[config.mk]
export PLATFORM = sky130hd
export DESIGN_NAME = fetchSequencer
export DESIGN_NICKNAME = d
export VERILOG_FILES = /design/src/fetchSequencer.sv
export VERILOG_INCLUDE_DIRS = /design/src
export SDC_FILE = /design/constraint.sdc
export NUM_CORES = 1
export LEC_CHECK = 0
export ABC_CLOCK_PERIOD_IN_PS = 1800
export BUFFER_PORTS_ARGS = -buffer_cell sky130_fd_sc_hd__buf_2
export CORE_UTILIZATION = 35
export DETAILED_ROUTE_END_ITERATION = 8
export HOLD_SLACK_MARGIN = 0.1
export PLACE_DENSITY_LB_ADDON = 0.3
export SLEW_MARGIN = 10
export SYNTH_ARGS = -nofsm -noshare
export SYNTH_HDL_FRONTEND = slang
export SYNTH_SLANG_ARGS = --single-unit
export TNS_END_PERCENT = 5
[constraint.sdc]
create_clock -name clk -period 1.8 [get_ports clk]
set_input_delay 0.27 -clock clk [delete_from_list [all_inputs] [get_ports clk]]
set_output_delay 0.27 -clock clk [all_outputs]
set_load 0.01 [all_outputs]
[src/core_config.svh]
`ifndef CORE_CONFIG_SVH
`define CORE_CONFIG_SVH

`define CORE_XLEN       32              // Data and address width.
`define CORE_RESET_PC   32'h0000_0000   // First fetch address.
`define CORE_NOP_INSTR  32'h0000_0013   // addi x0, x0, 0.

`endif

[src/fetchSequencer.sv]
`timescale 1ns/1ps
`include "core_config.svh"

module fetchSequencer (
    input  logic                  clk,
    input  logic                  reset,
    input  logic                  stall,
    input  logic                  redirectE,
    input  logic [`CORE_XLEN-1:0] targetE,
    output logic [`CORE_XLEN-1:0] fetchPc,
    output logic [`CORE_XLEN-1:0] pcD,
    output logic                  validD,
    output logic                  flushE
);

    localparam logic [`CORE_XLEN-1:0] pcStep = 4;

    // A redirect only takes effect on an edge that is not stalled.
    assign flushE = redirectE && !stall;

    always_ff @(posedge clk or posedge reset) begin
        if (reset) begin
            fetchPc <= `CORE_RESET_PC;
            pcD     <= `CORE_RESET_PC;
            validD  <= 1'b0;
        end else if (!stall) begin
            fetchPc <= flushE ? targetE : fetchPc + pcStep;
            pcD     <= fetchPc;
            validD  <= !flushE;                 // Wrong-path word decodes as NOP.
        end
    end

    // A flush happens unstalled and kills the word that arrives in decode.
    assert property (@(posedge clk) disable iff (reset)
        flushE |-> !stall ##1 !validD);

endmodule

* Word-level counts from Yosys, hierarchy flattened
Cells that the tools add are included.
Operators by class: $add $sub $neg 1, muxes and demuxes 1, reductions and logical operators 3
Operator list (count):
- 32-bit by 3-bit adder with 32-bit output, second input constant | 1
- 32-bit 2-to-1 mux | 1
- 1-bit logical NOT | 2
- 1-bit logical AND | 1
Storage, ports and cells: register bits 65, output and inout bits 66, word-level logic and storage cells 8

* Depth between registers and ports, before layout
depth after elaboration 3, mapped depth 8, mapped depth without buffers 6

* Worst setup path after synthesis
No wires, ideal clock.
path type register to register, start point register fetchPc[2], end point register fetchPc[12], data arrival time 1.671 ns, required time 1.679 ns, setup slack 0.008 ns, stages on the path, launching flop included 6, path buffers 0, clock period less this slack 1.792 ns, cells stage by stage dfrtp_1 ha_1 nand3_1 nor3_1 a41oi_1 o22a_1
Between the ends: word-level cells in the longest chain between the ends 2
Ends and longest elaborated chain:
- from (decl) | line fetchSequencer.sv:10 | output logic [`CORE_XLEN-1:0] fetchPc,
- from (signal assigned) | line fetchSequencer.sv:23 | fetchPc <= `CORE_RESET_PC;
- from (signal assigned) | line fetchSequencer.sv:27 | fetchPc <= flushE ? targetE : fetchPc + pcStep;
- 32-bit by 3-bit adder with 32-bit output | line fetchSequencer.sv:27
- 32-bit 2-to-1 mux | line fetchSequencer.sv:27
No other way between the ends. A chain may end at the register's enable or synchronous reset.

* Final worst setup path
start point register fetchPc[14], end point register fetchPc[21]
The elaborated chain is that of the path after synthesis.

==> flow_summary.json <==
{
  "status": "finished, violations left",
  "violations": "DRC",
  "min_path_type": "input port to flop",
  "grt_pass1_vias": 3007,
  "fin_crit_ns": 1.73,
  "vias": 3037,
  "layout_commonest_cell": "buf_2",
  "insertion_delay_ns": 0.35,
  "synth_nets": 355,
  "synth-main-ff-cell": "dfrtp_1",
  "min_period_over_period": 0.962,
  "die_w_um": 98.1,
  "regArea_um2": 1630,
  "area_delta_synth_final_pct": 34.8,
  "r2r-start": "fetchPc[14]",
  "dr.first_iter.drc_count": 124,
  "setup_viol": 0,
  "path_class": "flop to flop",
  "die_y_um": 98.1,
  "holdWs_ns": 0.119,
  "std_cell_rows": 34,
  "antenna_cells": 0,
  "critPathMaxFanout": 5,
  "clock-sinks": 65,
  "dr.pass1.iters": 8,
  "slew-limit-headroom": 0.598,
  "grt_max_degree": 28,
  "cts-buffers-inserted": 9,
  "avgSynthCellArea_um2": 10.2,
  "skew_ns": 0.00806,
  "nNetsFinal": 489,
  "multi_input_area_um2": 1560,
  "power_density_nw_per_um2": 945,
  "synth-seq-cells": 65,
  "netlist_instances": 318,
  "die_area_um2": 9610,
  "arrival_ns": 1.96,
  "cts.clk_slew.worst_paths_ns": 0.07,
  "worst_setup_path_end_kind": "flop",
  "io_buffer_count": 101,
  "avgViaCountPerCell": 5.40,
  "ys_types": 46,
  "rr_worst_depth": 4,
  "critPathLaunchType": "flop",
  "yosysWarnings": 0,
  "whs_path_depth": 3,
  "fmax_mhz": 578,
  "rsz0062_at_grt": "true",
  "grt_overflow_total": 0,
  "cts-root-buf": "clkbuf_8",
  "dp_hpwl_mm": 6.61,
  "min_from": "targetE[1]",
  "hold_viol_final": 0,
  "final_cell_mix": "101 x buf_2, 62 x dfrtp_1, 41 x nand2_1, 36 x buf_4, 28 x mux2_2",
  "core_um2": 8810,
  "drive_gt1_frac": 0.441,
  "wl_mm": 9.18,
  "p_leak_nw": 1.94,
  "clock_path_buffers": 2,
  "final_area_um2": 4350,
  "slew_violations": 0,
  "yosysSeqAreaShare": 0.504,
  "antenna_found_initial": 0,
  "grt_pass1_wl_mm": 15.0,
  "worstPathRequired_ns": 2.03,
  "grt.total_usage": 0.197,
  "maxCapViolations": 0,
  "start_util": 0.367,
  "routabilityCongestion": 0.836,
  "wire_per_inst_um": 16.3,
  "placed_area_um2": 4110,
  "pre_cts_slack_ns": 0.0360,
  "cts_tree": "done",
  "syn-cell-area_um2": 3230,
  "setup_slack_ns": 0.0691,
  "hold_end": "fetchPc[1]",
  "tightest_slew_ns": 0.601,
  "r2r_end": "fetchPc[21]",
  "ios": 102,
  "synth-edff-count": 0,
  "final.fill_count": 838,
  "power_mw": 4.11,
  "ant_nets": 0,
  "peakVddDrop_mv": 0.481,
  "reg2reg_slack_ns": 0.07,
  "htreeDepth": 3,
  "drc": 7,
  "async_flop_share": 1.00
}
## layer usage
metal	GRT usage	part of all wire	vias up
met5	0	0	-
met3	0.0387	0.056	13
met2	0.306	0.46	99
met4	0.0699	0.011	0
li1	-	-	1438
met1	0.274	0.47	1487
## per-stage QoR
step | TNS [ns] | util | instances
2_1_floorplan | 0 | - | 318
3_3_place_gp | 0 | 0.466 | 546
3_5_place_dp | 0 | 0.466 | 546
4_1_cts | 0 | 0.487 | 560
5_1_grt | -0.0469 | 0.494 | 562
6_report | 0 | 0.494 | 562
## cells by family after synthesis
group	after synthesis	share of synthesized area
and+or+nand+nor	122	0.208
adders and majority gates	1	0.00387
muxes	31	0.107
DFF	65	0.504
AOI/OAI and AO/OA	75	0.150
buffers and inverters	24	0.0279
## worst max-delay path, stage by stage, from the launching register on
cell	delay, ns
dfrtp_1	0.45
nand4_4	0.17
or2_1	0.33
or4_1	0.53
o311a_1	0.14
## flip-flops by register name, summed over array words and instances (netlist names)
register  count
validD        1
pcD          32
fetchPc      32
## power by group
| part | total (mW) | internal, mW | switching [mW] |
|---|---|---|---|
| sequential | 1.89 | 1.69 | 0.191 |
| combinational | 1.10 | 0.519 | 0.584 |
| clock | 1.12 | 0.591 | 0.534 |
| total | 4.11 | 2.80 | 1.31 |
## what timing repair did
action,4_1_cts,5_1_grt
hold buffers,1,0
endpoints found under the hold margin,22,0
resized for setup,0,12
buffers inserted,0,2
setup endpoints to repair,0,10
## worst max path at each step
stage                             end   startpoint  slack [ns]  cells past startpoint
after floorplan           fetchPc[12]   fetchPc[2]       0.008                      5
after global placement    fetchPc[26]   fetchPc[2]        0.09                      6
after detailed placement  fetchPc[26]   fetchPc[2]        0.04                      6
after CTS                 fetchPc[28]   fetchPc[2]        0.02                      6
after global routing      fetchPc[31]   fetchPc[3]       -0.03                      6
final                     fetchPc[21]  fetchPc[14]        0.07                      4
## cells in the mapped netlist, types with 4 or more instances
master    count  area (µm²)
inv_1         7        26.3
dfrtp_1      65        1630
clkbuf_1     14        52.6
nor4_1        8        50.1
nand2_1      42         158
nor3_1        7        35.0
o21ai_0      20         100
a21oi_1      21         105
o22a_1        4        35.0
nor2_1       23        86.3
nand3_1      19        95.1
a22oi_1       4        30.0
mux2_2       28         315
## final cells by class
| type | instances | area share |
|---|---|---|
| Tap cell | 108 | 0.0310 |
| Clock buffer | 13 | 0.0388 |
| Timing Repair Buffer | 140 | 0.190 |
| Multi-Input combinational cell | 229 | 0.359 |
| Sequential cell | 65 | 0.375 |
| Inverter | 7 | 0.00690 |
(Power assumes the default switching activity.)
