<file path="src/core_config.svh">
`ifndef CORE_CONFIG_SVH
`define CORE_CONFIG_SVH

`define CORE_XLEN       32              // Data and address width.
`define CORE_RESET_PC   32'h0000_0000   // First fetch address.
`define CORE_NOP_INSTR  32'h0000_0013   // addi x0, x0, 0.

`endif

</file>
<file path="src/idExDataRegister.sv">
`timescale 1ns/1ps
`include "core_config.svh"

module idExDataRegister (
    input  logic                  clk,
    input  logic                  reset,
    input  logic                  stallE,
    input  logic [`CORE_XLEN-1:0] pcD,
    input  logic [`CORE_XLEN-1:0] rs1DataD,
    input  logic [`CORE_XLEN-1:0] rs2DataD,
    input  logic [`CORE_XLEN-1:0] immD,
    input  logic [4:0]            rd,
    output logic [`CORE_XLEN-1:0] pcE,
    output logic [`CORE_XLEN-1:0] rs1DataE,
    output logic [`CORE_XLEN-1:0] rs2DataE,
    output logic [`CORE_XLEN-1:0] immE,
    output logic [4:0]            rdE
);

    // No flush here; the control register turns a killed slot into a NOP.
    always_ff @(posedge clk or posedge reset) begin
        if (reset) begin
            pcE      <= '0;
            rs1DataE <= '0;
            rs2DataE <= '0;
            immE     <= '0;
            rdE      <= 5'd0;
        end else if (!stallE) begin
            pcE      <= pcD;
            rs1DataE <= rs1DataD;
            rs2DataE <= rs2DataD;
            immE     <= immD;
            rdE      <= rd;
        end
    end

endmodule

</file>
<file path="config.mk">
export PLATFORM = sky130hd
export DESIGN_NAME = idExDataRegister
export DESIGN_NICKNAME = d
export VERILOG_FILES = /design/src/idExDataRegister.sv
export VERILOG_INCLUDE_DIRS = /design/src
export SDC_FILE = /design/constraint.sdc
export NUM_CORES = 1
export LEC_CHECK = 0
export ABC_AREA = 1
export BUFFER_PORTS_ARGS = -buffer_cell sky130_fd_sc_hd__buf_2
export CORE_ASPECT_RATIO = 1.1
export CORE_MARGIN = 2
export CORE_UTILIZATION = 35
export CTS_BUF_LIST = sky130_fd_sc_hd__clkbuf_16
export DETAILED_ROUTE_END_ITERATION = 8
export GPL_TIMING_DRIVEN = 0
export PLACE_DENSITY_LB_ADDON = 0.2
export SYNTH_ARGS = -nofsm -noshare
export SYNTH_HDL_FRONTEND = slang
export SYNTH_SLANG_ARGS = --single-unit
</file>
<file path="constraint.sdc">
create_clock -name clk -period 6.1 [get_ports clk]
set_clock_uncertainty 0.1 [all_clocks]
set_input_delay 0.61 -clock clk [delete_from_list [all_inputs] [get_ports clk]]
set_output_delay 0.61 -clock clk [all_outputs]
set_load 0.005 [all_outputs]
</file>
Word level (Yosys, flattened, before mapping)
Cells that the tools add are included.
{"block": "totals", "register_bits": 133, "in_bits": 136, "output_inout_bits": 133, "elab_cells": 5}

Longest topological paths before layout
{"block": "logic_depth", "ltp_word": 0, "mapped_depth": 6, "depth_no_buf": 3}

Worst setup path before layout
Ideal clock, no wire load.
{"block": "synth_timing", "path_type": "in2reg", "start": "in stallE", "end": "reg immE[31]", "setup_time_ps": 116, "arrival_time_ps": 1153, "t_required_ps": 5884, "path_slack_ps": 4731, "cell_stages": 5, "path_buffers": 3, "cell_sequence": "buf_4 buf_4 buf_4 nand2_1 nand2_1"}
{"item": "start, declared", "line": "idExDataRegister.sv:7", "rtl": "input logic stallE,"}
{"item": "end signal, assigned", "line": "idExDataRegister.sv:32", "rtl": "immE <= immD;"}
{"item": "end, declared", "line": "idExDataRegister.sv:16", "rtl": "output logic [`CORE_XLEN-1:0] immE,"}

Worst setup path in the final report
{"block": "layout_timing", "start": "reg immE[1]", "end": "out immE[1]"}
No word-level cell between the ends.

==> report_table.html <==
<table>
<tr><th>Metric</th><th>Value</th></tr>
<tr><th colspan="2">Outcome</th></tr>
<tr><td>Run status</td><td>complete, no violations</td></tr>
<tr><th colspan="2">Drt</th></tr>
<tr><td>Routed length per instance</td><td>13.1 um</td></tr>
<tr><td>First-pass iteration count of the detailed router</td><td>4</td></tr>
<tr><td>Vias per inst</td><td>4.28</td></tr>
<tr><td>DR vias</td><td>4498</td></tr>
<tr><td>First-iteration detailed-routing DRC count</td><td>255</td></tr>
<tr><td>ANT nets after route</td><td>0</td></tr>
<tr><td>DRC Markers</td><td>0</td></tr>
<tr><td>Routed wire length</td><td>13.7 mm</td></tr>
<tr><th colspan="2">Synthesis</th></tr>
<tr><td>Proportion of synthesized chip area in sequential cells</td><td>65.9%</td></tr>
<tr><td>Most frequent cells after synthesis</td><td>nand2_1, dfrtp_1, buf_2, buf_4, buf_6</td></tr>
<tr><td>Synth Cell Area</td><td>5050 um^2</td></tr>
<tr><td>Top_reg_cell synth</td><td>dfrtp_1</td></tr>
<tr><td>YS warnings</td><td>0</td></tr>
<tr><td>Post-synthesis instance total</td><td>563</td></tr>
<tr><td>Top cell type's share of synthesized area</td><td>65.9%</td></tr>
<tr><td>Mapped Nets</td><td>699</td></tr>
<tr><td>Largest area contributor in the synthesized netlist</td><td>dfrtp_1</td></tr>
<tr><td>Most used standard cell by instance count after synthesis</td><td>nand2_1</td></tr>
<tr><td>Post-synth cell types</td><td>7</td></tr>
<tr><td>Async set-reset flop share out of synthesis</td><td>100%</td></tr>
<tr><td>Largest cells by area after synthesis</td><td>dfrtp_1, nand2_1, buf_6</td></tr>
<tr><td>Synthesis-stage register bit count</td><td>133</td></tr>
<tr><td>Number of flops mapped to enable cells by yosys</td><td>0</td></tr>
<tr><td>Synth Area per Inst</td><td>8.98 um^2</td></tr>
<tr><th colspan="2">Floorplanning</th></tr>
<tr><td># rows</td><td>46</td></tr>
<tr><td>Number of I/O pins</td><td>269</td></tr>
<tr><td>Overall die height</td><td>130 um</td></tr>
<tr><td>Core ar.</td><td>14300 um^2</td></tr>
<tr><td>Initial core utilization</td><td>35.4%</td></tr>
<tr><td>Horizontal die dimension</td><td>119 um</td></tr>
<tr><td>Floorplan die area</td><td>15400 um^2</td></tr>
<tr><th colspan="2">Timing</th></tr>
<tr><td>Fin. max-slew vios</td><td>0</td></tr>
<tr><td>Setup repair after global routing missed its margin</td><td>no</td></tr>
<tr><td>Worst slew slack as a fraction of its limit</td><td>60.8%</td></tr>
<tr><td>Aggregate negative setup slack</td><td>0 ns</td></tr>
<tr><td>Number of failing setup endpoints in the final timing report</td><td>0</td></tr>
<tr><td>Worst Tran Pin Value</td><td>0.588 ns</td></tr>
<tr><td>Time the final worst path needs with I/O delays and setup</td><td>1.68 ns</td></tr>
<tr><td>Final hold vios</td><td>0</td></tr>
<tr><td>Highest attainable clock frequency</td><td>596 MHz</td></tr>
<tr><td>Final cycle utilization of the critical path</td><td>27.5%</td></tr>
<tr><th colspan="2">Worst setup path</th></tr>
<tr><td>Startpoint kind of the worst setup timing path</td><td>register</td></tr>
<tr><td>Family of cells with the greatest summed delay on the critical path</td><td>flip-flops</td></tr>
<tr><td>Delay contributed by the slowest stage of the critical path</td><td>0.41 ns</td></tr>
<tr><td>Total buffers and inverters traversed by the critical path</td><td>1</td></tr>
<tr><td>Crit Path Class</td><td>register to primary output</td></tr>
<tr><td>List of cells traversed by the critical path</td><td>buf_2</td></tr>
<tr><td>Data arrival time of the worst path</td><td>0.97 ns</td></tr>
<tr><td>Required time of the critical path</td><td>5.39 ns</td></tr>
<tr><td>Critical Path Sink Type</td><td>primary output</td></tr>
<tr><td>Max Fanout on Critical Path</td><td>2</td></tr>
<tr><td>Slowest stage cell on the critical path</td><td>dfrtp_1</td></tr>
<tr><th colspan="2">Global routing</th></tr>
<tr><td>Via count of the first global-routing pass</td><td>4265</td></tr>
<tr><td>Number of antenna violations at the first check in global routing</td><td>0</td></tr>
<tr><td>Global-route total usage across every layer</td><td>18.1%</td></tr>
<tr><td>Global-route wire length before repair</td><td>21.7 mm</td></tr>
<tr><td>Pin count of the biggest net entering global routing</td><td>73</td></tr>
<tr><td>Grt total ovfl</td><td>0</td></tr>
<tr><th colspan="2">Flow run</th></tr>
<tr><td>Count of max-cap constraint violations</td><td>0</td></tr>
<tr><th colspan="2">Placed design</th></tr>
<tr><td>I/O Buffers</td><td>267</td></tr>
<tr><td>Placed standard-cell area</td><td>6660 um^2</td></tr>
<tr><td>Routability congestion estimate from global placement</td><td>0.761</td></tr>
<tr><td>Sum of net half-perimeters after detailed placement</td><td>10.1 mm</td></tr>
<tr><th colspan="2">Min path</th></tr>
<tr><td>Class of the tightest hold or removal check</td><td>input port to asynchronous set/reset pin</td></tr>
<tr><th colspan="2">CTS</th></tr>
<tr><td>Hold buffer count at cts</td><td>0</td></tr>
<tr><td>CTS sink cnt</td><td>133</td></tr>
<tr><td>Post-CTS Repair Setup Buffers</td><td>0</td></tr>
<tr><td>Cts repair resizes</td><td>0</td></tr>
<tr><td>CTS tree</td><td>built</td></tr>
<tr><td>Maximum number of buffers from clock root to sink</td><td>2</td></tr>
<tr><td>Root cell of the clock tree</td><td>clkbuf_16</td></tr>
<tr><td># H-tree levels</td><td>4</td></tr>
<tr><td>Clock-pin slew on the worst setup and hold paths</td><td>0.05 ns</td></tr>
<tr><td>CTS buffer count</td><td>17</td></tr>
<tr><td>Clock latency of the later-clocked register in the worst-skew pair</td><td>0.41 ns</td></tr>
<tr><th colspan="2">Power and ir drop</th></tr>
<tr><td>Power Dens Cells</td><td>306 nW/um^2</td></tr>
<tr><td>Pwr Total</td><td>2.20 mW</td></tr>
<tr><td>Part of the power in the clock network</td><td>42.0%</td></tr>
<tr><td>Peak ir drop on the vdd network</td><td>0.135 mV</td></tr>
<tr><td>Net switching fraction of the power</td><td>24.1%</td></tr>
<tr><td>Power spent charging and discharging nets</td><td>531 uW</td></tr>
<tr><td>Fraction of power consumed by combinational cells</td><td>12.5%</td></tr>
<tr><td>Total leakage power</td><td>4.30 nW</td></tr>
<tr><td>Internal power contribution</td><td>1.67 mW</td></tr>
<tr><td>Sequential fraction of design power</td><td>45.4%</td></tr>
<tr><th colspan="2">Final layout</th></tr>
<tr><td>Final standard cell area without fillers</td><td>7190 um^2</td></tr>
<tr><td>Fill cell count</td><td>1474</td></tr>
<tr><td>Fraction of final layout cells sized beyond drive strength 1</td><td>37.4%</td></tr>
<tr><td>Diode insertion count for antenna repair</td><td>0</td></tr>
<tr><td>Signed area change from the synthesized netlist to the final layout</td><td>42.2%</td></tr>
<tr><td>Final nets</td><td>986</td></tr>
</table>
## cells in the final DEF, fill, tap and decap left out
cell type,count
bufinv_16,2
buf_16,1
inv_1,4
clkinv_2,2
clkbuf_16,17
buf_2,279
inv_4,1
dfrtp_1,133
clkinvlp_4,1
buf_6,8
clkinv_1,2
buf_4,9
nand2_1,399
inv_6,1
## final cells by class
cell class | instances | area (um^2) | area share [%]
Buffer | 29 | 218 | 3.03
Clock buffer | 17 | 425 | 5.92
Clock inverter | 11 | 100 | 1.39
Inverter | 2 | 15.0 | 0.209
Multi-Input combinational cell | 399 | 1500 | 20.8
Sequential cell | 133 | 3330 | 46.3
Tap cell | 192 | 240 | 3.34
Timing Repair Buffer | 268 | 1360 | 19.0
## registers in the layout, indices dropped and copies added, names as in the netlist
name / flops
immE: 32
pcE: 32
rdE: 5
rs1DataE: 32
rs2DataE: 32
## worst paths after layout
check	endpoint	start	slack, ns	cells past startpoint
max	immE[1]	immE[1]$_DFFE_PP0N_	4.42	1
min	pcE[17]$_DFFE_PP0N_	reset	0.17	2
max reg2reg	immE[1]$_DFFE_PP0N_	immE[1]$_DFFE_PP0N_	5.36	2
min reg2reg	rs2DataE[31]$_DFFE_PP0N_	rs2DataE[31]$_DFFE_PP0N_	0.37	2
max in group asynchronous	rs2DataE[31]$_DFFE_PP0N_	reset	4.98	3
min in group clk	rs2DataE[21]$_DFFE_PP0N_	rs2DataD[21]	0.29	3
## per-stage QoR
step	hold WS (ns)	worst slack (ns)	cells	util (%)
2_1_floorplan	0.368	1.84	563	-
3_3_place_gp	0.356	0.139	1022	46.4
3_5_place_dp	0.359	4.49	1023	46.7
4_1_cts	0.181	4.39	1051	50.4
5_1_grt	0.206	4.37	1051	50.4
6_report	0.170	4.42	1051	50.4
## power groups by stage
stage	registers (mW)	clock network (mW)	logic, mW
5_1_grt	1.01	0.986	0.315
4_1_cts	1.00	0.951	0.283
6_report	1.00	0.925	0.276
2_1_floorplan	1.02	0	0.111
3_5_place_dp	1.01	0	0.283
3_3_place_gp	1.01	0	0.278
## logic make-up after synthesis
kind of cell           count (synthesis)  share of synthesized area (%)
flip-flops                           133                           65.9
buffers and inverters                 31                           4.51
AND/OR/NAND/NOR                      399                           29.6
## layer usage
metal	GRT usage (%)	part of all wire [%]	vias to the layer above	routed length (um)
met3	6.73	8.7	17	1190
li1	-	-	2249	-
met2	28.7	46	186	6350
met4	7.84	1.7	0	238
met5	0	0	-	0
met1	22.4	43	2046	5950
(Power assumes the default switching activity.)
