### src/core_config.svh
`ifndef CORE_CONFIG_SVH
`define CORE_CONFIG_SVH

`define CORE_XLEN       32              // Data and address width.
`define CORE_RESET_PC   32'h0000_0000   // First fetch address.
`define CORE_NOP_INSTR  32'h0000_0013   // addi x0, x0, 0.

`endif

### src/isaPkg.sv
package isaPkg;

    // Major opcodes of the supported subset.
    typedef enum logic [6:0] {
        OP_LOAD    = 7'b0000011,
        OP_CUSTOM0 = 7'b0001011,
        OP_IMM     = 7'b0010011,
        OP_STORE   = 7'b0100011,
        OP_REG     = 7'b0110011,
        OP_BRANCH  = 7'b1100011,
        OP_JAL     = 7'b1101111
    } opcodeT;

    typedef enum logic [2:0] {
        BR_EQ = 3'b000,
        BR_NE = 3'b001,
        BR_LT = 3'b100,
        BR_GE = 3'b101
    } branchFunctT;

    // funct3 of the neuron operations on custom-0.
    typedef enum logic [2:0] {
        NR_SETTH = 3'b000,
        NR_ACCUM = 3'b001,
        NR_FIRE  = 3'b010
    } neuronFunctT;

endpackage

### src/pipePkg.sv
package pipePkg;

    typedef enum logic [2:0] {
        ALU_ADD = 3'd0,     // Also the NOP operation.
        ALU_SUB = 3'd1,
        ALU_AND = 3'd2,
        ALU_OR  = 3'd3,
        ALU_XOR = 3'd4,
        ALU_SLT = 3'd5,
        ALU_SLL = 3'd6,
        ALU_SRL = 3'd7
    } aluFuncT;

    // Source of the execute-stage result.
    typedef enum logic [1:0] {
        PATH_ALU      = 2'd0,
        PATH_LINK     = 2'd1,
        PATH_MEMBRANE = 2'd2,
        PATH_FIRE     = 2'd3
    } exPathT;

endpackage

### src/executeUnit.sv
`timescale 1ns/1ps
`include "core_config.svh"

module executeUnit
    import isaPkg::*;
    import pipePkg::*;
(
    input  logic                  clk,
    input  logic                  reset,
    input  logic                  stall,
    input  logic                  opBSrcE,
    input  logic                  enThresholdE,
    input  logic                  msWriteE,
    input  logic                  atWriteE,
    input  logic                  branchE,
    input  logic                  jumpE,
    input  exPathT                exPathE,
    input  aluFuncT               aluFuncE,
    input  logic [2:0]            funct3E,
    input  logic [`CORE_XLEN-1:0] pcE,
    input  logic [`CORE_XLEN-1:0] rs1DataE,
    input  logic [`CORE_XLEN-1:0] rs2DataE,
    input  logic [`CORE_XLEN-1:0] immE,
    output logic [`CORE_XLEN-1:0] resultE,
    output logic [`CORE_XLEN-1:0] storeDataE,
    output logic                  redirectE,
    output logic [`CORE_XLEN-1:0] targetE
);

    localparam int                    shamtW = $clog2(`CORE_XLEN);
    localparam logic [`CORE_XLEN-1:0] pcStep = 4;

    logic [`CORE_XLEN-1:0] opB;
    logic [`CORE_XLEN-1:0] aluOut;
    logic                  taken;
    logic [`CORE_XLEN-1:0] threshold;
    logic [`CORE_XLEN-1:0] membrane;
    logic [`CORE_XLEN-1:0] membraneSum;
    logic                  fire;

    assign opB = opBSrcE ? immE : rs2DataE;

    always_comb begin
        case (aluFuncE)
            ALU_SUB: aluOut = rs1DataE - opB;
            ALU_AND: aluOut = rs1DataE & opB;
            ALU_OR:  aluOut = rs1DataE | opB;
            ALU_XOR: aluOut = rs1DataE ^ opB;
            ALU_SLT: aluOut = {{(`CORE_XLEN-1){1'b0}}, $signed(rs1DataE) < $signed(opB)};
            ALU_SLL: aluOut = rs1DataE << opB[shamtW-1:0];
            ALU_SRL: aluOut = rs1DataE >> opB[shamtW-1:0];
            default: aluOut = rs1DataE + opB;
        endcase
    end

    always_comb begin
        case (branchFunctT'(funct3E))
            BR_EQ:   taken = (rs1DataE == rs2DataE);
            BR_NE:   taken = (rs1DataE != rs2DataE);
            BR_LT:   taken = ($signed(rs1DataE) < $signed(rs2DataE));
            BR_GE:   taken = ($signed(rs1DataE) >= $signed(rs2DataE));
            default: taken = 1'b0;
        endcase
    end

    assign redirectE = jumpE || (branchE && taken);
    assign targetE   = pcE + immE;              // Same offset form for branches and jal.

    assign membraneSum = membrane + rs1DataE;
    assign fire        = enThresholdE && (membrane >= threshold);   // Unsigned compare.

    always_comb begin
        case (exPathE)
            PATH_LINK:     resultE = pcE + pcStep;
            PATH_MEMBRANE: resultE = membraneSum;
            PATH_FIRE:     resultE = {{(`CORE_XLEN-1){1'b0}}, fire};
            default:       resultE = aluOut;
        endcase
    end

    assign storeDataE = rs2DataE;

    // Neuron state commits when its instruction leaves execute.
    always_ff @(posedge clk or posedge reset) begin
        if (reset) begin
            threshold <= '0;
            membrane  <= '0;
        end else if (!stall) begin
            if (atWriteE)
                threshold <= rs1DataE;
            if (msWriteE)
                membrane <= membraneSum;
        end
    end

    // The decoder never marks one slot as both branch and jump.
    assert property (@(posedge clk) disable iff (reset) !(branchE && jumpE));

endmodule

### config.mk
export PLATFORM = sky130hd
export DESIGN_NAME = executeUnit
export DESIGN_NICKNAME = d
export VERILOG_FILES = /design/src/isaPkg.sv /design/src/pipePkg.sv /design/src/executeUnit.sv
export VERILOG_INCLUDE_DIRS = /design/src
export SDC_FILE = /design/constraint.sdc
export NUM_CORES = 1
export LEC_CHECK = 0
export ABC_AREA = 1
export BUFFER_PORTS_ARGS = -buffer_cell sky130_fd_sc_hd__buf_2
export CAP_MARGIN = 5
export CORE_UTILIZATION = 45
export CTS_CLUSTER_SIZE = 20
export DETAILED_ROUTE_END_ITERATION = 12
export PLACE_DENSITY = 0.72
export SLEW_MARGIN = 20
export SYNTH_ARGS = -nofsm -noshare
export SYNTH_HDL_FRONTEND = slang
export SYNTH_SLANG_ARGS = --single-unit
### constraint.sdc
create_clock -name clk -period 7.4 [get_ports clk]
set_input_delay 0.37 -clock clk [delete_from_list [all_inputs] [get_ports clk]]
set_output_delay 0.37 -clock clk [all_outputs]
set_load 0.005 [all_outputs]
# Yosys cells after proc, flatten, opt, wreduce, memory -nomap -nowiden
# Index checks and enable logic that the tools add are counted.
# Widths: inputs -> output; s select.
dict set report op_classes {
  n_reduce_logical 6
  eq_ne 15
  bitwise 4
  n_mux 4
  add_sub_neg 5
  shift 2
  order_cmp 4
}
# operator count
set op_table {}
lappend op_table {{$pmux 32 s7} 1}
lappend op_table {{$add 32x32->32} 3}
lappend op_table {{$pmux 32 s3} 1}
lappend op_table {{$ge 32x32->1} 2}
lappend op_table {{$lt 32x32->1} 2}
lappend op_table {{$add 32x3->32 const B} 1}
lappend op_table {{$and 32x32->32} 1}
lappend op_table {{$eq 32x32->1} 1}
lappend op_table {{$mux 32} 1}
lappend op_table {{$ne 32x32->1} 1}
lappend op_table {{$or 32x32->32} 1}
lappend op_table {{$shl 32x5->32} 1}
lappend op_table {{$shr 32x5->32} 1}
lappend op_table {{$sub 32x32->32} 1}
lappend op_table {{$xor 32x32->32} 1}
lappend op_table {{$eq 3x3->1 const B} 6}
lappend op_table {{$eq 3x1->1 const B} 2}
lappend op_table {{$eq 3x2->1 const B} 2}
lappend op_table {{$eq 2x2->1 const B} 2}
lappend op_table {{$pmux 1 s4} 1}
lappend op_table {{$reduce_and 2->1} 2}
lappend op_table {{$logic_not 3->1} 1}
lappend op_table {{$eq 2x1->1 const B} 1}
lappend op_table {{$logic_and 1x1->1} 2}
lappend op_table {{2 further kinds} 2}
dict set report totals {
  register_bits 64
  output_inout_bits 97
  inputBits 145
}

# Logic depth before layout (Yosys ltp)
# Gate-level depths: netlist of run 1.
dict set report depth {
  depth_word 4
  mapped_depth 23
}

# Least setup slack after synthesis of run 1
# OpenSTA, ideal clock, no wires.
dict set report synth_timing {
  kind {input to output}
  start {input opBSrcE}
  end {output resultE[29]}
  t_required_ns 7.030
  arrival_time_ns 2.743
  slack_ns 4.287
  stages 19
  cell_sequence {buf_6 > inv_2 > clkbuf_2 > clkbuf_1 > or2_2 > o21ai_0 > ha_1 > buf_2 > nor2_1 > inv_1 > nor3_1 > nand3_1 > nand2_1 > nand2_1 > nand3_1 > nand3_1 > nand2_1 > nor2_1 > nor2_1}
}
dict set report synth_via {
  elab_chain_len 4
}
# element line
set synth_lines {}
lappend synth_lines {{start: declaration} executeUnit.sv:11} ;# input logic opBSrcE,
lappend synth_lines {{$mux 32 *} executeUnit.sv:41} ;# assign opB = opBSrcE ? immE : rs2DataE;
lappend synth_lines {{$add 32x32->32, or another cell as far along} executeUnit.sv:52} ;# default: aluOut = rs1DataE + opB;
lappend synth_lines {{$pmux 32 s7 *} executeUnit.sv:44} ;# case (aluFuncE)
lappend synth_lines {{$pmux 32 s3 *} executeUnit.sv:73} ;# case (exPathE)
lappend synth_lines {{end: declaration} executeUnit.sv:24} ;# output logic [`CORE_XLEN-1:0] resultE,
# Mark *: on every way between the ends. The rest lies on a longest branch, timed or not.

# Worst setup path in the final report of run 1
dict set report layout_timing {
  start {input opBSrcE}
  end {output resultE[10]}
}
# The elaborated chain is that of the path after synthesis.

==> results.ini, run 1 <==
[cells_and_area]
syn_to_final_growth_pct = 8.43
final_util_pct = 49.5
n_fill_cell = 4803
post_route_cells_drive_above_1_share_pct = 9.70
sequential_cell_area_mm2 = 0.00160
area_of_the_multi_input_gates_mm2 = 0.0150
layout.nets = 4023

[route]
remaining_drc_errors = 0
drt_first_pass_iters = 9
routedWlPerCell_um = 25.2
dr.first_iter.drc_count = 3481
routed-via-count = 25009
via_to_cell_ratio = 5.98
wirelength_um = 105000
detail-route-antenna-nets = 0

[placed_design]
hpwl_um = 88000
routabilityCongestion = 1.08
numPortBuffers = 241

[pwr]
cellPowerDensity_mw_per_mm2 = 191
power_switching_w = 0.00232
combinationalPowerShare_pct = 74.5
switching_part_of_the_total_power_pct = 58.4
internal_power_w = 0.00165
power_frac_clock_pct = 11.3
part_of_the_total_power_dissipated_in_sequential_elements_pct = 14.2
leakagePower_nw = 11.5
vdd_drop_max_v = 0.000120

[floorplan]
initial_core_util_pct = 45.7
die_y_um = 208
die_w_um = 208
placeable_core_region_mm2 = 0.0419
ios = 242
row_count = 75
floorplan.die_area_mm2 = 0.0434

[logic_synthesis]
synthesis.area_mm2 = 0.0192
synth_warnings = 0
ys_top_cells_by_area = nand2_1, ha_1, nand3_1, inv_1, dfrtp_1
ys_dominant_reg_cell = dfrtp_1
synth.avg_cell_area_um2 = 5.48
synth-seq-cells = 64
async_reset_ff_share_pct = 100
synth_top_area_share_pct = 20.3
synth.distinct_cells = 53
synth_most_common_cell = nand2_1
syn_nets = 3884
synth.largest_area_cell = nand2_1
synthCells = 3497
synth_commonest_cells = nand2_1, inv_1, nand3_1, nor2_1, ha_1
number_of_enable_flip_flop_cells_after_synthesis = 0
ys_seq_area_share_pct = 8.36

[worst_setup_path]
criticalPathCategory = input pin to output pin
crit_path_cell_trace = buf_2 -> buf_4 -> inv_2 -> nand2_1 -> nand2_2 -> ha_1 -> inv_1 -> fa_1 -> inv_1 -> nand3_1 -> nand2_1 -> nand2_1 -> nand2_1 -> nand2_1 -> nand2_1 -> a21oi_1 -> o21ai_0 -> nand2_1 -> nor3_1 -> nor2_1 -> buf_2
critical_path_arrival_ns = 4.72
critical-path-max-stage-delay_ns = 0.62
cp_slowest_cell = nand2_2
critical-path-top-delay-family = simple AND/OR/NAND/NOR gates
cp.buffers_inverters = 6
worst_path_most_repeated_cell = nand2_1
endpoint_kind = output pin
path_max_fanout = 37
required_time_at_the_worst_slack_endpoint_ns = 7.03
setup.worst_path.start_class = input pin

[cts]
cts_post_setup_buffers_inserted = 0
hold_buffers = 0
clk_latency_ns = 0.35
total_clock_buffers_created_by_cts = 9
clock_tree_from_tritoncts = done
clock_tree.htree_level_count = 3
clk_pin_slew_ns = 0.06
clock-sinks = 64
cts-root-to-sink-buffers = 2
cts-root-buf = clkbuf_16
post_cts.resized_instances = 0

[timing]
timing.final.setup_violations = 0
timing_worst_slew_pin_value_ns = 1.08
timing.final.crit_period_ns = 5.09
slew_headroom_pct = 27.4
maxSlewViolCount = 0
setup_tns_ns = 0
final_min_period_over_clock_period_pct = 68.8
worst_clock_skew_ns = 0.0127
unrepaired_setup_endpoints_after_global_routing = false
max_clock_freq_mhz = 196
report.final.hold_viol_count = 0

[min_path]
hold_path_class = input pin to asynchronous set/reset pin

[job]
timing.max_cap.violations = 0

[grt]
grt_antenna_before_repair = 4
grt.overflow.total = 0
grt_usage_pct = 47.2
grt_pass1_wl_um = 151000
first_global_vias = 22956
pin_count_of_the_biggest_net_entering_global_routing = 65

[status]
run_status = finished clean

-- flip-flops by register name, indices dropped and copies added (netlist names) --
name and cells:
threshold 32, membrane 32
-- metrics by stage --
| step | std cells | hold WS [ns] | setup WS (ns) | total power [W] | cell area (um2) |
|---|---|---|---|---|---|
| 2_1_floorplan | 3497 | 0.453 | 4.29 | 0.00241 | 19200 |
| 4_1_cts | 4180 | 0.302 | 2.43 | 0.00386 | 20800 |
| 3_3_place_gp | 4164 | 0.465 | 2.54 | 0.00340 | 20500 |
| 3_5_place_dp | 4164 | 0.473 | 2.45 | 0.00340 | 20500 |
| 6_report | 4182 | 0.252 | 2.31 | 0.00397 | 20800 |
| 5_1_grt | 4181 | 0.324 | 2.06 | 0.00426 | 20800 |
-- worst min-delay path, stage by stage --
cell and delay (ns):
buf_2 0.10, inv_2 0.03, buf_4 0.64
-- placed cells by master (no fill, tap or decap), types with 11 or more instances in the layout --
master,synthesis,routed
a21oi_1,224,224
nand4_1,58,58
o21ai_1,18,18
buf_4,39,22
xor2_1,35,35
ha_1,238,238
o211ai_1,15,15
nand3_1,442,441
or2_2,44,44
o21ai_0,205,205
o21bai_1,17,17
o22ai_1,16,16
nand2_1,1034,1033
dfrtp_1,64,64
inv_1,482,481
buf_2,44,241
xnor2_1,18,18
nor2_1,287,286
a31oi_1,11,11
nor3_1,48,48
-- cell type report --
cell class / instances / area share (%)
multi-input cells: 2805 / 72.0
inverters: 493 / 8.91
flip-flops and latches: 64 / 7.71
repair buffers: 263 / 6.60
well taps: 539 / 3.25
clock buffers: 10 / 1.15
clock inverters: 6 / 0.319
diodes: 2 / 0.0241
-- metal layers --
metal	track usage (%)	routed length [um]
met1	59.8	42000
met2	69.2	41900
met3	13.3	12800
met4	32.5	8560
met5	0	27
-- path summary, 6_finish.rpt --
check | cells past startpoint | endpoint | slack, ns | from
setup / recovery | 21 | resultE[10] | 2.31 | opBSrcE
hold / removal | 3 | threshold[10] | 0.25 | reset
setup reg to reg | 9 | membrane[18] | 4.90 | membrane[12]
hold reg to reg | 2 | threshold[7] | 0.48 | threshold[7]
max in group asynchronous | 3 | membrane[23] | 6.55 | reset
min in group clk | 2 | threshold[7] | 0.48 | threshold[7]
-- cells by family (layout without fill, tap and decap cells) --
family / after synthesis / in the layout / synth area share (%)
AO/OA/AOI/OAI: 557 / 557 / 16.1
XOR/XNOR: 53 / 53 / 2.42
adder cells (fa/ha/maj): 242 / 242 / 16.0
buffers and inverters: 628 / 772 / 13.6
flip-flops: 64 / 64 / 8.36
other: 0 / 2 / 0
AND/OR/NAND/NOR: 1953 / 1953 / 43.5
-- power by group through the flow --
stage,Clock (W),Sequential [W],Combinational [W]
final,0.000450,0.000564,0.00296
after global routing,0.000468,0.000576,0.00322
after CTS,0.000450,0.000560,0.00285
after detailed placement,0,0.000566,0.00283
after global placement,0,0.000564,0.00283
after floorplan,0,0.000524,0.00189
Power figures use the tool's default switching activity.
==> inputs of run 2 (changes only) <==
Settings changed: PLACE_DENSITY 0.72 to 0.74.
Clock period 7.4 ns to 4.4 ns, I/O delays scaled along.
==> run 2 against run 1 <==
Final area grew 1.3%. Sequential share of layout area down 0.097 points. Hold slack lost 0.24 ns. Routed wire length rose by 1.1%. Core utilization is 0.63 points higher. Clock power is 77% higher. Clock skew fell by 0.0037 ns. Worst setup slack got worse by 2.1 ns. Sequential power up 72%. Total power is 70% higher. Sequential cell count did not move. Largest cell class unchanged.
==> results.ini, run 2 (synthesized netlist as in run 1, its figures left out) <==
[pwr]
power_frac_clock_pct = 11.8  ; +0.5 points
part_of_the_total_power_dissipated_in_sequential_elements_pct = 14.4  ; +0.2 points
combinationalPowerShare_pct = 73.8  ; -0.7 points
leakagePower_nw = 11.7  ; +1.5%
vdd_drop_max_v = 0.000251  ; +110%
switching_part_of_the_total_power_pct = 57.8  ; -0.66 points
internal_power_w = 0.00284  ; +72%
cellPowerDensity_mw_per_mm2 = 320  ; +67%
power_switching_w = 0.00389  ; +68%

[floorplan]
row_count = 75  ; unchanged
ios = 242  ; unchanged
die_y_um = 208  ; unchanged
die_w_um = 208  ; unchanged
placeable_core_region_mm2 = 0.0419  ; unchanged
floorplan.die_area_mm2 = 0.0434  ; unchanged
initial_core_util_pct = 45.7  ; unchanged

[worst_setup_path]
path_max_fanout = 17  ; -54%
critical_path_arrival_ns = 3.97  ; -0.75 ns
endpoint_kind = output pin
reg2reg_setup_slack_ns = 1.56  ; -3.34 ns
reg2regPathDepth = 9  ; unchanged
worstReg2RegStart = membrane[10]
required_time_at_the_worst_slack_endpoint_ns = 4.18  ; -2.85 ns
criticalPathCategory = input pin to output pin
rr_endpoint = membrane[18]
setup.worst_path.start_class = input pin

[status]
run_status = finished clean

[placed_design]
routabilityCongestion = 1.11  ; +3.1%
hpwl_um = 88200  ; +0.24%
placed_cell_area_mm2 = 0.0207  ; +1.2%
numPortBuffers = 241  ; unchanged

[grt]
grt_pass1_wl_um = 151000  ; +0.31%
grt_usage_pct = 47.6  ; +0.32 points
grt.overflow.total = 0  ; unchanged
grt_antenna_before_repair = 7  ; +3
pin_count_of_the_biggest_net_entering_global_routing = 65  ; unchanged
first_global_vias = 23083  ; +0.55%

[cts]
clock_tree_from_tritoncts = done
clk_latency_ns = 0.35  ; about the same
cts-root-buf = clkbuf_16
post_cts.resized_instances = 0  ; unchanged
cts-root-to-sink-buffers = 2  ; unchanged
total_clock_buffers_created_by_cts = 9  ; unchanged
clock_tree.htree_level_count = 3  ; unchanged
hold_buffers = 0  ; unchanged
cts_post_setup_buffers_inserted = 0  ; unchanged
clock-sinks = 64  ; unchanged
clk_pin_slew_ns = 0.06  ; about the same

[route]
detail-route-antenna-nets = 0  ; unchanged
via_to_cell_ratio = 5.99  ; +0.24%
dr.first_iter.drc_count = 3706  ; +6.5%
routedWlPerCell_um = 25.2  ; +0.19%
drt_first_pass_iters = 8  ; -1
remaining_drc_errors = 0  ; unchanged
wirelength_um = 106000  ; +1.1%
routed-via-count = 25284  ; +1.1%

[cells_and_area]
layout.nets = 4056  ; +0.82%
layout_common_cells = nand2_1, inv_1, nand3_1
syn_to_final_growth_pct = 9.81
final_util_pct = 50.2  ; +0.63 points
area_of_the_multi_input_gates_mm2 = 0.0150  ; unchanged
largest_registers_in_the_final_layout = membrane (32), threshold (32)
n_fill_cell = 4774  ; -0.60%
post_route_cells_drive_above_1_share_pct = 10.5  ; +0.76 points
sequential_cell_area_mm2 = 0.00160  ; unchanged
fin_area_mm2 = 0.0210  ; +1.3%
layout.cells.most_common = nand2_1

[timing]
worst_clock_skew_ns = 0.00902  ; -0.00366 ns
timing_worst_slew_pin_value_ns = 1.09  ; +0.0101 ns
timing.final.setup_violations = 0  ; unchanged
report.final.hold_viol_count = 0  ; unchanged
final.hold.worst_slack_ns = 0.00864  ; -0.244 ns
max_clock_freq_mhz = 239
setup_tns_ns = 0  ; unchanged
maxSlewViolCount = 0  ; unchanged
slew_headroom_pct = 26.7  ; -0.69 points
unrepaired_setup_endpoints_after_global_routing = false
timing.final.crit_period_ns = 4.19
final_min_period_over_clock_period_pct = 95.2

[job]
timing.max_cap.violations = 0  ; unchanged

[min_path]
hold_path_class = input pin to asynchronous set/reset pin

run 2: changes by cell type in the layout (fill, tap and decap cells not counted), sizes merged:
cell,before,now
buf,263,296
diode,2,5
clkinvlp,3,1
bufinv,1,2
clkbuf,10,11
clkinv,3,4
inv,492,491
run 2: worst max path at each step:
stage / startpoint / endpoint / slack (ns) / cells after the start
final: opBSrcE / resultE[18] / 0.21 / 20
after global placement: opBSrcE / resultE[18] / 0.37 / 20
after CTS: opBSrcE / resultE[18] / 0.41 / 20
after floorplan: opBSrcE / resultE[29] / 1.59 / 19
after global routing: opBSrcE / resultE[18] / 0.23 / 20
after detailed placement: opBSrcE / resultE[18] / 0.44 / 20
run 2: power groups by stage:
stage	sequential, W	combinational [W]	clock [W]
after CTS	0.000961	0.00478	0.000795
final	0.000968	0.00496	0.000796
after global routing	0.000981	0.00541	0.000818
after floorplan	0.000882	0.00318	0
after detailed placement	0.000969	0.00476	0
after global placement	0.000962	0.00474	0
run 2: cell type report:
type	count	share of cell area, %
antenna	5	0.0595
clock buffer	11	1.11
clock inverter	5	0.386
inverter	493	8.79
multi-input combinational	2805	71.1
sequential	64	7.61
tap	539	3.20
timing repair buffer	296	7.69
run 2: per-layer routing:
| metal | vias to the layer above | wire length [um] | track usage, % |
|---|---|---|---|
| met5 | - | 42 | 0 |
| met4 | 6 | 7710 | 30.9 |
| met3 | 333 | 12500 | 11.6 |
| met2 | 1694 | 43800 | 70.9 |
| met1 | 11479 | 42300 | 60.9 |
| li1 | 11772 | - | - |
run 2: worst max-delay path: stages:
cell,delay [ns]
buf_2,0.11
inv_2,0.27
buf_4,0.29
or2_2,0.13
o21ai_0,0.29
ha_1,0.60
inv_1,0.10
nor2_1,0.13
inv_1,0.06
nor2_1,0.19
nand2_1,0.10
inv_1,0.19
nand4_1,0.30
nand3_1,0.19
nand2_1,0.06
nand3_1,0.08
nand2_1,0.09
o21bai_1,0.27
nand2_1,0.15
buf_2,0.13
run 2: through the flow:
step	power [W]	instances	setup WS, ns
2_1_floorplan	0.00406	3497	1.59
3_3_place_gp	0.00570	4197	0.371
3_5_place_dp	0.00572	4197	0.436
4_1_cts	0.00654	4213	0.411
5_1_grt	0.00721	4214	0.233
6_report	0.00673	4218	0.210
